### src/design/fu_pkg.sv
package fu_pkg;

	localparam int PRF_IDX_W = 6;
	localparam int ROB_IDX_W = 5;
	localparam int BR_MASK_W = 4;

	// physical tag of the hardwired zero register
	localparam logic [PRF_IDX_W-1:0] ZERO_TAG = '0;

	typedef enum logic [2:0] {
		SEL_NONE      = 3'd0,
		SEL_ALU       = 3'd1,
		SEL_UNCOND_BR = 3'd2,
		SEL_COND_BR   = 3'd3,
		SEL_MULT      = 3'd4
	} fu_sel_e;

	// operate format, rb is the upper five bits of literal
	typedef struct packed {
		logic [5:0] opcode;
		logic [4:0] ra;
		logic [7:0] literal;
		logic       lit_flag;
		logic [6:0] func;
		logic [4:0] rc;
	} op_fmt_t;

	typedef struct packed {
		logic [5:0]  opcode;
		logic [4:0]  ra;
		logic [20:0] disp;
	} br_fmt_t;

	typedef union packed {
		op_fmt_t op;
		br_fmt_t br;
	} inst_u;

	typedef struct packed {
		logic [63:0]          npc;
		logic [63:0]          opa;
		logic [63:0]          opb;
		inst_u                inst;
		logic [PRF_IDX_W-1:0] dest_tag;
		logic [ROB_IDX_W:0]   rob_idx;
		logic [BR_MASK_W-1:0] br_mask;
		logic                 pred_taken;
	} issue_pkt_t;

	typedef struct packed {
		logic                 recovery;
		logic                 pred_correct;
		logic [BR_MASK_W-1:0] tag_fix;
	} br_fix_t;

	typedef struct packed {
		logic                 vld;
		logic [PRF_IDX_W-1:0] tag;
		logic [63:0]          value;
		logic [ROB_IDX_W:0]   rob_idx;
	} wb_t;

	typedef struct packed {
		logic               done;
		logic               taken;
		logic               cond;
		logic               mispredict;
		logic [63:0]        redirect;
		logic [63:0]        pc;
		logic [ROB_IDX_W:0] rob_idx;
	} br_res_t;

	// integer opcodes and function codes
	localparam logic [5:0] OP_INTA = 6'h10;
	localparam logic [5:0] OP_INTL = 6'h11;
	localparam logic [5:0] OP_INTS = 6'h12;
	localparam logic [5:0] OP_INTM = 6'h13;

	localparam logic [6:0] FN_ADDQ   = 7'h20;
	localparam logic [6:0] FN_SUBQ   = 7'h29;
	localparam logic [6:0] FN_CMPEQ  = 7'h2d;
	localparam logic [6:0] FN_CMPULT = 7'h1d;
	localparam logic [6:0] FN_AND    = 7'h00;
	localparam logic [6:0] FN_BIS    = 7'h20;
	localparam logic [6:0] FN_XOR    = 7'h40;
	localparam logic [6:0] FN_SLL    = 7'h39;
	localparam logic [6:0] FN_SRL    = 7'h34;
	localparam logic [6:0] FN_MULQ   = 7'h20;

	localparam logic [5:0] OP_BR   = 6'h30;
	localparam logic [5:0] OP_BLBC = 6'h38;
	localparam logic [5:0] OP_BEQ  = 6'h39;
	localparam logic [5:0] OP_BLT  = 6'h3a;
	localparam logic [5:0] OP_BLE  = 6'h3b;
	localparam logic [5:0] OP_BLBS = 6'h3c;
	localparam logic [5:0] OP_BNE  = 6'h3d;
	localparam logic [5:0] OP_BGE  = 6'h3e;
	localparam logic [5:0] OP_BGT  = 6'h3f;

	// entry depends on the branch being recovered
	function automatic logic br_squash(input logic [BR_MASK_W-1:0] mask, input br_fix_t fix);
		return fix.recovery && ((mask & fix.tag_fix) != '0);
	endfunction

	function automatic logic [BR_MASK_W-1:0] br_clear(input logic [BR_MASK_W-1:0] mask,
			input br_fix_t fix);
		return fix.pred_correct ? (mask & ~fix.tag_fix) : mask;
	endfunction

endpackage

### src/design/fu_br.sv
`timescale 1ns/1ps

module fu_br import fu_pkg::*; (
	input  logic       clk,
	input  logic       rst,
	input  logic       start_i,
	input  logic       cond_i,
	input  issue_pkt_t pkt_i,
	output br_res_t    br_o
);

	br_fmt_t     bf;
	logic [63:0] opa;
	logic        opa_zero;
	logic        cond_true;
	logic        taken;
	logic [63:0] target;
	br_res_t     res_q;

	assign bf       = pkt_i.inst.br;
	assign opa      = pkt_i.opa;
	assign opa_zero = (opa == 64'b0);

	always_comb begin
		case (bf.opcode)
			OP_BEQ:  cond_true = opa_zero;
			OP_BNE:  cond_true = ~opa_zero;
			OP_BLT:  cond_true = opa[63];
			OP_BGE:  cond_true = ~opa[63];
			OP_BLE:  cond_true = opa[63] | opa_zero;
			OP_BGT:  cond_true = ~opa[63] & ~opa_zero;
			OP_BLBC: cond_true = ~opa[0];
			OP_BLBS: cond_true = opa[0];
			default: cond_true = 1'b0;
		endcase
	end

	// unconditional always taken
	assign taken  = cond_i ? cond_true : 1'b1;
	assign target = pkt_i.npc + {{41{bf.disp[20]}}, bf.disp, 2'b00};

	always_ff @(posedge clk) begin
		if (rst) begin
			res_q.done <= 1'b0;
		end else begin
			res_q.done <= start_i;
		end
		res_q.taken      <= taken;
		res_q.cond       <= cond_i;
		res_q.mispredict <= taken ^ pkt_i.pred_taken;
		res_q.redirect   <= taken ? target : pkt_i.npc;
		res_q.pc         <= pkt_i.npc - 64'd4;
		res_q.rob_idx    <= pkt_i.rob_idx;
	end

	assign br_o = res_q;

endmodule

### config.mk
export PLATFORM = sky130hd
export DESIGN_NAME = fu_br
export DESIGN_NICKNAME = d
export VERILOG_FILES = /design/src/design/fu_pkg.sv /design/src/design/fu_br.sv
export SDC_FILE = /design/constraint.sdc
export NUM_CORES = 1
export LEC_CHECK = 0
export BUFFER_PORTS_ARGS = -buffer_cell sky130_fd_sc_hd__buf_2
export CORE_AREA = 2 2 147 149
export DETAILED_ROUTE_END_ITERATION = 12
export DIE_AREA = 0 0 149 151
export PLACE_DENSITY = 0.71
export SLEW_MARGIN = 30
export SYNTH_ARGS = -nofsm -noshare
export SYNTH_HDL_FRONTEND = slang
export SYNTH_SLANG_ARGS = --single-unit
### constraint.sdc
create_clock -name clk -period 5.2 [get_ports clk]
set_clock_uncertainty 0.2 [all_clocks]
set_input_delay 1.04 -clock clk [delete_from_list [all_inputs] [get_ports clk]]
set_output_delay 1.04 -clock clk [all_outputs]
set_load 0.02 [all_outputs]
==> reports/metrics.cfg, run 1 <==
[status]
status=completed

[global_route]
grt_antenna_before_repair=0
grt_first_pass_wirelength_mm=37.90
grt-ovfl-total=0
grt_pass1_vias=7628
grt_max_degree=51
grtUsageTotal_pct=20.90

[run]
maxCapViolCount=0

[cells_and_area]
fill_cells=2006
n_antenna_cell=0
largest_reg_flops=136
layout-drive-gt1-share_pct=30.93
syn2layout_area_growth_pct=30.70
nets=1614

[critical_path]
crit_start=pkt_i[192]
crit_type=primary input to flip-flop
crit_chain=buf_2 > or4_4 > or3_4 > or4_4 > or4_4 > or3_1 > or4_4 > or3_1 > or2_4 > buf_12 > nor3_2 > xor2_1
max_stage_delay_ns=0.55
path_common_cell=or4_4
cp_data_arrival_time_ns=5.05
critPathMaxFanout=6
worstSetupStartpointType=primary input
cp.required_ns=5.35
crit_path_end_kind=flip-flop
crit_path_top_delay_cell=or4_4

[floorplanning]
core-area_mm2=0.02082
die_h_um=151
io_pins=383
die-area_mm2=0.02250
die_w_um=149
placementRows=53
initial_core_util_pct=40.14

[pwr]
vdd_ir_drop_max_mv=0.1839
power_density_mw_per_mm2=314.9
total_power_uw=3440
leakagePower_uw=0.005117

[placement]
dp_hpwl_mm=19.18
gp_congestion=0.8899
placement.io_buffers=303
dp_slack_ns=-0.1258

[clock_network]
cts_resized=0
cts-root-buf=clkbuf_16
cts_tree=built
clockBufferDepth=2
htreeDepth=4
ctsHoldBuffers=0
cts_buffers=17
cts.sinks=136
clk_pin_slew_ns=0.07
cts_setup_buffers=0

[timing]
hold_slack_ns=0.5056
tightest_slew_ns=0.8719
layout_worst_path_cycle_share_pct=94.22
hold_viol_final=0
fmax_mhz=204.1
finalMaxSlewViolations=0
relSlewSlack_pct=41.65
setup_tns_ns=0
rsz0062_at_grt=false
setup_violations=0
period_minus_slack_ns=4.899
final.setup.worst_slack_ns=0.3006

[yosys]
synth.cell_area_mm2=0.008358
synthArstFlopShare_pct=0
synth-edff-count=0
syn-num-nets=1312
yosysUniqueCellTypes=62
synth_cells=1004
yosys_warnings=0
ys_seq_elements=136
avgSynthCellArea_um2=8.325
synth-main-ff-cell=dfxtp_1
seq_area_frac_synth_pct=32.57

[route]
vias_per_cell=5.256
drt-total-wl_mm=24.23
avgRoutedWirePerCell_um=15.20
first_iter_violations=456
drc=0
via_count=8378
firstDrtPassIters=5
postRouteAntennaNets=0

[worst_hold_path]
hp-start=pkt_i[7]
hp-class=primary input to flip-flop

-- metal layers --
metal | global-route usage (%) | share of wire, % | vias up
met5 | 0 | 0 | -
met4 | 6.571 | 1.6 | 0
met3 | 3.163 | 5.6 | 31
met2 | 32.74 | 45 | 267
met1 | 29.57 | 48 | 3856
li1 | - | - | 4224
-- area by class of cell --
class / instances / area (µm²) / area share [%]
multi-input cells: 797 / 5370 / 49.16
flip-flops and latches: 136 / 2723 / 24.92
repair buffers: 337 / 1809 / 16.56
clock buffers: 17 / 425.4 / 3.894
well taps: 275 / 344.1 / 3.150
clock inverters: 15 / 188.9 / 1.729
inverters: 17 / 63.81 / 0.5841
-- synth_stat cells, types with 15 or more instances --
master	count	area [µm²]
nor3_1	23	115.1
ha_1	62	775.7
nand4_1	29	181.4
nand2_1	66	247.7
inv_1	17	63.81
a21o_1	47	352.8
o21ai_0	46	230.2
a21oi_1	111	555.5
nor2_1	94	352.8
xnor2_1	49	429.2
nor4_1	27	168.9
clkbuf_1	46	172.7
nand3_1	19	95.09
dfxtp_1	136	2723
xor2_1	64	560.5
nand2b_1	15	93.84
mux2_2	17	191.4
-- kinds of logic (layout without fill, tap and decap cells) --
logic type | Yosys count | after routing | share of synthesized area, %
mux | 19 | 19 | 2.530
compound gates | 265 | 265 | 19.30
fa+ha+maj | 63 | 63 | 9.521
simple gates | 337 | 337 | 20.85
flops | 136 | 136 | 32.57
buf+inv | 71 | 386 | 3.383
xor+xnor | 113 | 113 | 11.84
-- power breakdown --
part	total (µW)	internal (µW)	switching, µW
Combinational	969	386	583
Sequential	1180	1160	28.9
Clock	1290	764	523
-- critical path: cells and delay by family --
family / cells / cell delay [ns]
xor gates and xnor gates: 1 / 0.16
buffers and inverters: 2 / 0.26
and+or+nand+nor: 9 / 3.58
-- through the flow --
stage	util, %	cell area, µm²	cells
3_3_place_gp	49.51	10310	1562
4_1_cts	52.46	10920	1594
3_5_place_dp	49.51	10310	1562
5_1_grt	52.46	10920	1594
2_1_floorplan	-	8358	1004
6_report	52.46	10920	1594
-- worst paths after layout --
path  slack (ns)               end  depth (start not counted)
max         0.30  br_o[65]$_DFF_P_                         12
min         0.51   br_o[2]$_DFF_P_                          1
-- cell usage in the layout (no fill, tap or decap), drive strengths merged, types with 5 or more instances in the layout --
cell type,instances
clkinv,5
nor3,30
or3,12
o21ai,47
and3,8
a211oi,8
dfxtp,136
mux2,17
buf,337
o21bai,13
or4,13
nor4,27
nand3,19
nand2,66
clkbuf,17
inv,22
nand2b,15
nor2b,6
a21o,47
nand4,29
a31oi,7
xnor2,49
xor2,64
nor2,94
o21a,5
a21oi,111
ha,62
Note: power is estimated with default switching activity, not from simulation.
==> run 2, diff against run 1 <==
REMOVE_ABC_BUFFERS = 1   (was not set)
==> run 2 against run 1 <==
Non-clock buffer count shrank 3; global-route usage grew 0.91 points; total power shrank 1.0%; routed wire length grew 3.5%; critical path depth shrank 1; largest power group unchanged; final area shrank 0.45%; worst hold slack gained 0.0079 ns; critical path type unchanged; die area is the same; count of clock-buffer cells in the layout grew 2; setup slack lost 0.067 ns; combinational power is essentially flat; first-iteration DRC count shrank 3.7%.
==> reports/metrics.cfg, run 2 (synthesis gave the netlist of run 1 again) <==
[status]
status=completed

[timing]
tightest_slew_ns=0.7029  ; -0.1690 ns
hold_viol_final=0  ; unchanged
period_minus_slack_ns=4.967  ; +0.06749 ns
setup_violations=0  ; unchanged
finalMaxSlewViolations=0  ; unchanged
hold_slack_ns=0.5136  ; +0.007943 ns
layout_worst_path_cycle_share_pct=95.52  ; +1.3 points
rsz0062_at_grt=false
relSlewSlack_pct=51.93  ; +10 points
fmax_mhz=201.3  ; -1.4%

[global_route]
grt_pass1_vias=7719  ; +1.2%
grtUsageTotal_pct=21.81  ; +0.91 points
grt_first_pass_wirelength_mm=38.74  ; +2.2%
grt_antenna_before_repair=5  ; +5
grt-ovfl-total=0  ; unchanged
grt_max_degree=81  ; +59%

[critical_path]
crit_chain=buf_2 > or4_4 > or3_4 > or4_4 > or4_4 > or3_1 > or4_4 > or3_1 > or2_4 > nor4_1 > xor2_1
crit_path_top_delay_cell=or4_4
worstSetupStartpointType=primary input
cp.required_ns=5.35  ; about the same
cp_data_arrival_time_ns=5.12  ; +0.07 ns
crit_type=primary input to flip-flop
crit_path_end_kind=flip-flop
max_stage_delay_ns=0.54  ; about the same
critPathMaxFanout=12  ; +6
path_common_cell=or4_4

[clock_network]
cts_tree=built
htreeDepth=4  ; unchanged
cts_buffers=17  ; unchanged
clockBufferDepth=2  ; unchanged
cts.sinks=136  ; unchanged
cts-root-buf=clkbuf_16
clk_pin_slew_ns=0.06  ; about the same
cts_resized=0  ; unchanged
ctsHoldBuffers=0  ; unchanged
cts_setup_buffers=0  ; unchanged

[route]
drc=0  ; unchanged
postRouteAntennaNets=0  ; unchanged
via_count=8404  ; +0.31%
drt-total-wl_mm=25.07  ; +3.5%
avgRoutedWirePerCell_um=15.72  ; +3.4%
firstDrtPassIters=5  ; unchanged
vias_per_cell=5.269  ; +0.25%
first_iter_violations=439  ; -3.7%

[cells_and_area]
layout-drive-gt1-share_pct=30.62  ; -0.31 points
largest_reg_flops=136  ; unchanged
nets=1611  ; -0.19%
stdcell_count=1595  ; +0.063%
syn2layout_area_growth_pct=30.12
ff_latch_area_mm2=0.002723  ; unchanged
multi_input_area_mm2=0.005370  ; unchanged
final_cell_mix=buf_2 (303), dfxtp_1 (136), a21oi_1 (111)
final_common_cell=buf_2
fill_cells=1946  ; -3.0%

[floorplanning]
die_h_um=151  ; unchanged
die_w_um=149  ; unchanged
placementRows=53  ; unchanged
io_pins=383  ; unchanged
core-area_mm2=0.02082  ; unchanged
initial_core_util_pct=40.14  ; unchanged
die-area_mm2=0.02250  ; unchanged

[pwr]
power_density_mw_per_mm2=313.1  ; -0.56%
leakagePower_uw=0.005081  ; -0.71%
vdd_ir_drop_max_mv=0.1954  ; +6.2%

[placement]
gp_congestion=0.9330  ; +4.8%
placement.io_buffers=303  ; unchanged
dp.cells=1559  ; -0.19%
dp_hpwl_mm=19.93  ; +3.9%

[worst_hold_path]
hp-class=primary input to flip-flop

[run]
maxCapViolCount=0  ; unchanged

run 2: final cells by class:
cell class | count | area share, %
Multi-Input combinational cell | 797 | 49.38
Clock inverter | 13 | 1.565
Tap cell | 275 | 3.164
Antenna cell | 4 | 0.09204
Sequential cell | 136 | 25.03
Timing Repair Buffer | 334 | 16.20
Inverter | 17 | 0.5867
Clock buffer | 19 | 3.981
run 2: metal layers:
layer  track usage (%)  share of wire [%]
met5                 0              0.052
met4             9.571                3.1
met3             4.066                5.7
met2             36.27                 47
met1             27.63                 44
run 2: worst paths after layout:
kind / start / to / slack, ns / cells after the start
setup / recovery: pkt_i[192] / br_o[51]$_DFF_P_ / 0.23 / 11
hold / removal: pkt_i[9] / br_o[4]$_DFF_P_ / 0.51 / 1
run 2: critical path, delay by kind of cell:
| family | cells | cell delay, ns |
|---|---|---|
| xor+xnor | 1 | 0.17 |
| simple gates | 9 | 3.78 |
| buf+inv | 1 | 0.11 |
run 2: where the power goes:
part / internal, µW / switching, µW
sequential: 1160 / 29.2
clock: 759 / 490
combinational: 385 / 587
total: 2300 / 1110
run 2: metrics by stage:
step | worst slack (ns) | instance area, µm² | util, % | setup TNS [ns] | total power (µW)
after floorplan | -1.865 | 8139 | - | -90.67 | 1830
after global placement | -0.1472 | 10260 | 49.28 | -0.3684 | 2162
after detailed placement | -0.1960 | 10260 | 49.28 | -0.7261 | 2172
after CTS | 0.2378 | 10870 | 52.18 | 0 | 3432
after global routing | 0.03845 | 10880 | 52.23 | 0 | 3581
final | 0.2331 | 10880 | 52.23 | 0 | 3405
==> run 3, diff against run 2 <==
SETUP_SLACK_MARGIN = 0.5   (was not set)
TNS_END_PERCENT = 100   (was not set)
==> run 3 against run 2 <==
Combinational power grew 0.4%; global-route usage grew 0.25 points; sequential cell count unchanged; clock power hardly changed; first-iteration DRC count grew 5.0%; critical endpoint is now br_o[59]$_DFF_P_; highest routed layer unchanged.
==> reports/metrics.cfg, run 3 (synthesis gave the netlist of run 1 again) <==
[run]
maxCapViolCount=0  ; unchanged

[floorplanning]
placementRows=53  ; unchanged
die_w_um=149  ; unchanged
die-area_mm2=0.02250  ; unchanged
core-area_mm2=0.02082  ; unchanged
initial_core_util_pct=40.14  ; unchanged
die_h_um=151  ; unchanged
io_pins=383  ; unchanged

[worst_hold_path]
hp-class=primary input to flip-flop
min_to=br_o[4]$_DFF_P_
hp-start=pkt_i[9]
min_path_cells=1  ; unchanged

[global_route]
grtUsageTotal_pct=22.06  ; +0.25 points
grt-ovfl-total=0  ; unchanged
grt_antenna_before_repair=5  ; unchanged
grt_max_degree=81  ; unchanged
grt_pass1_vias=7776  ; +0.74%
grt_first_pass_wirelength_mm=39.12  ; +0.96%

[timing]
setup_violations=0  ; unchanged
final.setup.worst_slack_ns=0.4213  ; +0.1882 ns
hold_viol_final=0  ; unchanged
finalMaxSlewViolations=0  ; unchanged
tightest_slew_ns=0.6980  ; -0.004816 ns
fmax_mhz=209.3  ; +3.9%
hold_slack_ns=0.5099  ; -0.003685 ns
period_minus_slack_ns=4.779  ; -0.1882 ns
rsz0062_at_grt=true
relSlewSlack_pct=52.26  ; +0.33 points
layout_worst_path_cycle_share_pct=91.90  ; -3.6 points

[critical_path]
path_depth=11  ; unchanged
max_stage_delay_ns=0.53  ; about the same
crit_type=primary input to flip-flop
cp.required_ns=5.36  ; about the same
cp_data_arrival_time_ns=4.94  ; -0.18 ns
path_common_cell=or4_4
path_buf_inv=1  ; unchanged
critPathMaxFanout=6  ; -6
crit_chain=buf_6 > or4_4 > or3_4 > or4_4 > or4_4 > or3_4 > or4_4 > or3_4 > or2_4 > nor3_4 > xor2_1
worstSetupStartpointType=primary input
crit_path_top_delay_cell=or4_4
crit_path_end_kind=flip-flop
critPathTopFamily=simple AND/OR/NAND/NOR gates

[pwr]
leakagePower_uw=0.005160  ; +1.6%
power_density_mw_per_mm2=309.9  ; -1.0%
vdd_ir_drop_max_mv=0.1969  ; +0.78%

[route]
postRouteAntennaNets=0  ; unchanged
vias_per_cell=5.304  ; +0.67%
firstDrtPassIters=5  ; unchanged
first_iter_violations=461  ; +5.0%
avgRoutedWirePerCell_um=15.91  ; +1.2%
via_count=8476  ; +0.86%
drt-total-wl_mm=25.43  ; +1.4%
drc=0  ; unchanged

[cells_and_area]
final_common_cell=buf_2
layout-drive-gt1-share_pct=31.46  ; +0.84 points
nets=1614  ; +0.19%
syn2layout_area_growth_pct=31.72
fill_cells=1936  ; -0.51%
largest_reg_flops=136  ; unchanged
stdcell_count=1598  ; +0.19%
final_cell_mix=buf_2 (301), dfxtp_1 (136), a21oi_1 (111)

[placement]
gp_congestion=0.9330  ; unchanged
dp_slack_ns=-0.1960  ; unchanged
placement.io_buffers=303  ; unchanged
dp_hpwl_mm=19.93  ; unchanged
dp.cells=1559  ; unchanged

[clock_network]
clockBufferDepth=2  ; unchanged
cts_buffers=17  ; unchanged
cts-root-buf=clkbuf_16
cts.sinks=136  ; unchanged
clk_pin_slew_ns=0.06  ; about the same
htreeDepth=4  ; unchanged
cts_tree=built

[status]
status=completed

[run 3: metrics by stage]
stage	instance area (µm²)	util, %	setup TNS, ns	power, µW
after CTS	10950	52.57	0	3435
after detailed placement	10260	49.28	-0.7261	2172
after global placement	10260	49.28	-0.3684	2162
final	11010	52.87	0	3412
after floorplan	8139	-	-90.67	1830
after global routing	11010	52.87	0	3584
[run 3: repair_timing]
item / 4_1_cts / 5_1_grt
hold buffers: 0 / 0
pin swaps: 6 / 3
gates cloned: 1 / 0
resized for setup: 11 / 9
endpoints found under the setup margin: 11 / 12
buffers inserted: 1 / 1
[run 3: power by group]
part	internal (µW)	leakage [µW]	switching [µW]
clock	759	0.000285	492
combinational	386	0.00373	590
sequential	1160	0.00115	29.4
total	2300	0.00516	1110
[run 3: cell type report]
cell class | count | area (µm²) | share of cell area [%]
multi-input combinational | 798 | 5477 | 49.74
sequential | 136 | 2723 | 24.73
timing repair buffer | 336 | 1789 | 16.25
clock buffer | 19 | 432.9 | 3.932
tap | 275 | 344.1 | 3.125
clock inverter | 13 | 170.2 | 1.546
inverter | 17 | 63.81 | 0.5796
antenna | 4 | 10.01 | 0.09092
[run 3: how the worst max path moves through the flow]
| stage | startpoint | slack [ns] | to |
|---|---|---|---|
| 6_report | pkt_i[192] | 0.42 | br_o[59]$_DFF_P_ |
| 5_1_grt | pkt_i[192] | 0.34 | br_o[67]$_DFF_P_ |
| 4_1_cts | pkt_i[192] | 0.40 | br_o[59]$_DFF_P_ |
| 3_5_place_dp | pkt_i[192] | -0.20 | br_o[51]$_DFF_P_ |
| 3_3_place_gp | pkt_i[192] | -0.15 | br_o[51]$_DFF_P_ |
| 2_1_floorplan | pkt_i[134] | -1.87 | br_o[133]$_DFF_P_ |
[run 3: layer usage]
layer	GRT usage, %	routed length (µm)
met5	0	13
met4	9.571	777
met3	4.066	1445
met2	36.68	11940
met1	28.03	11260
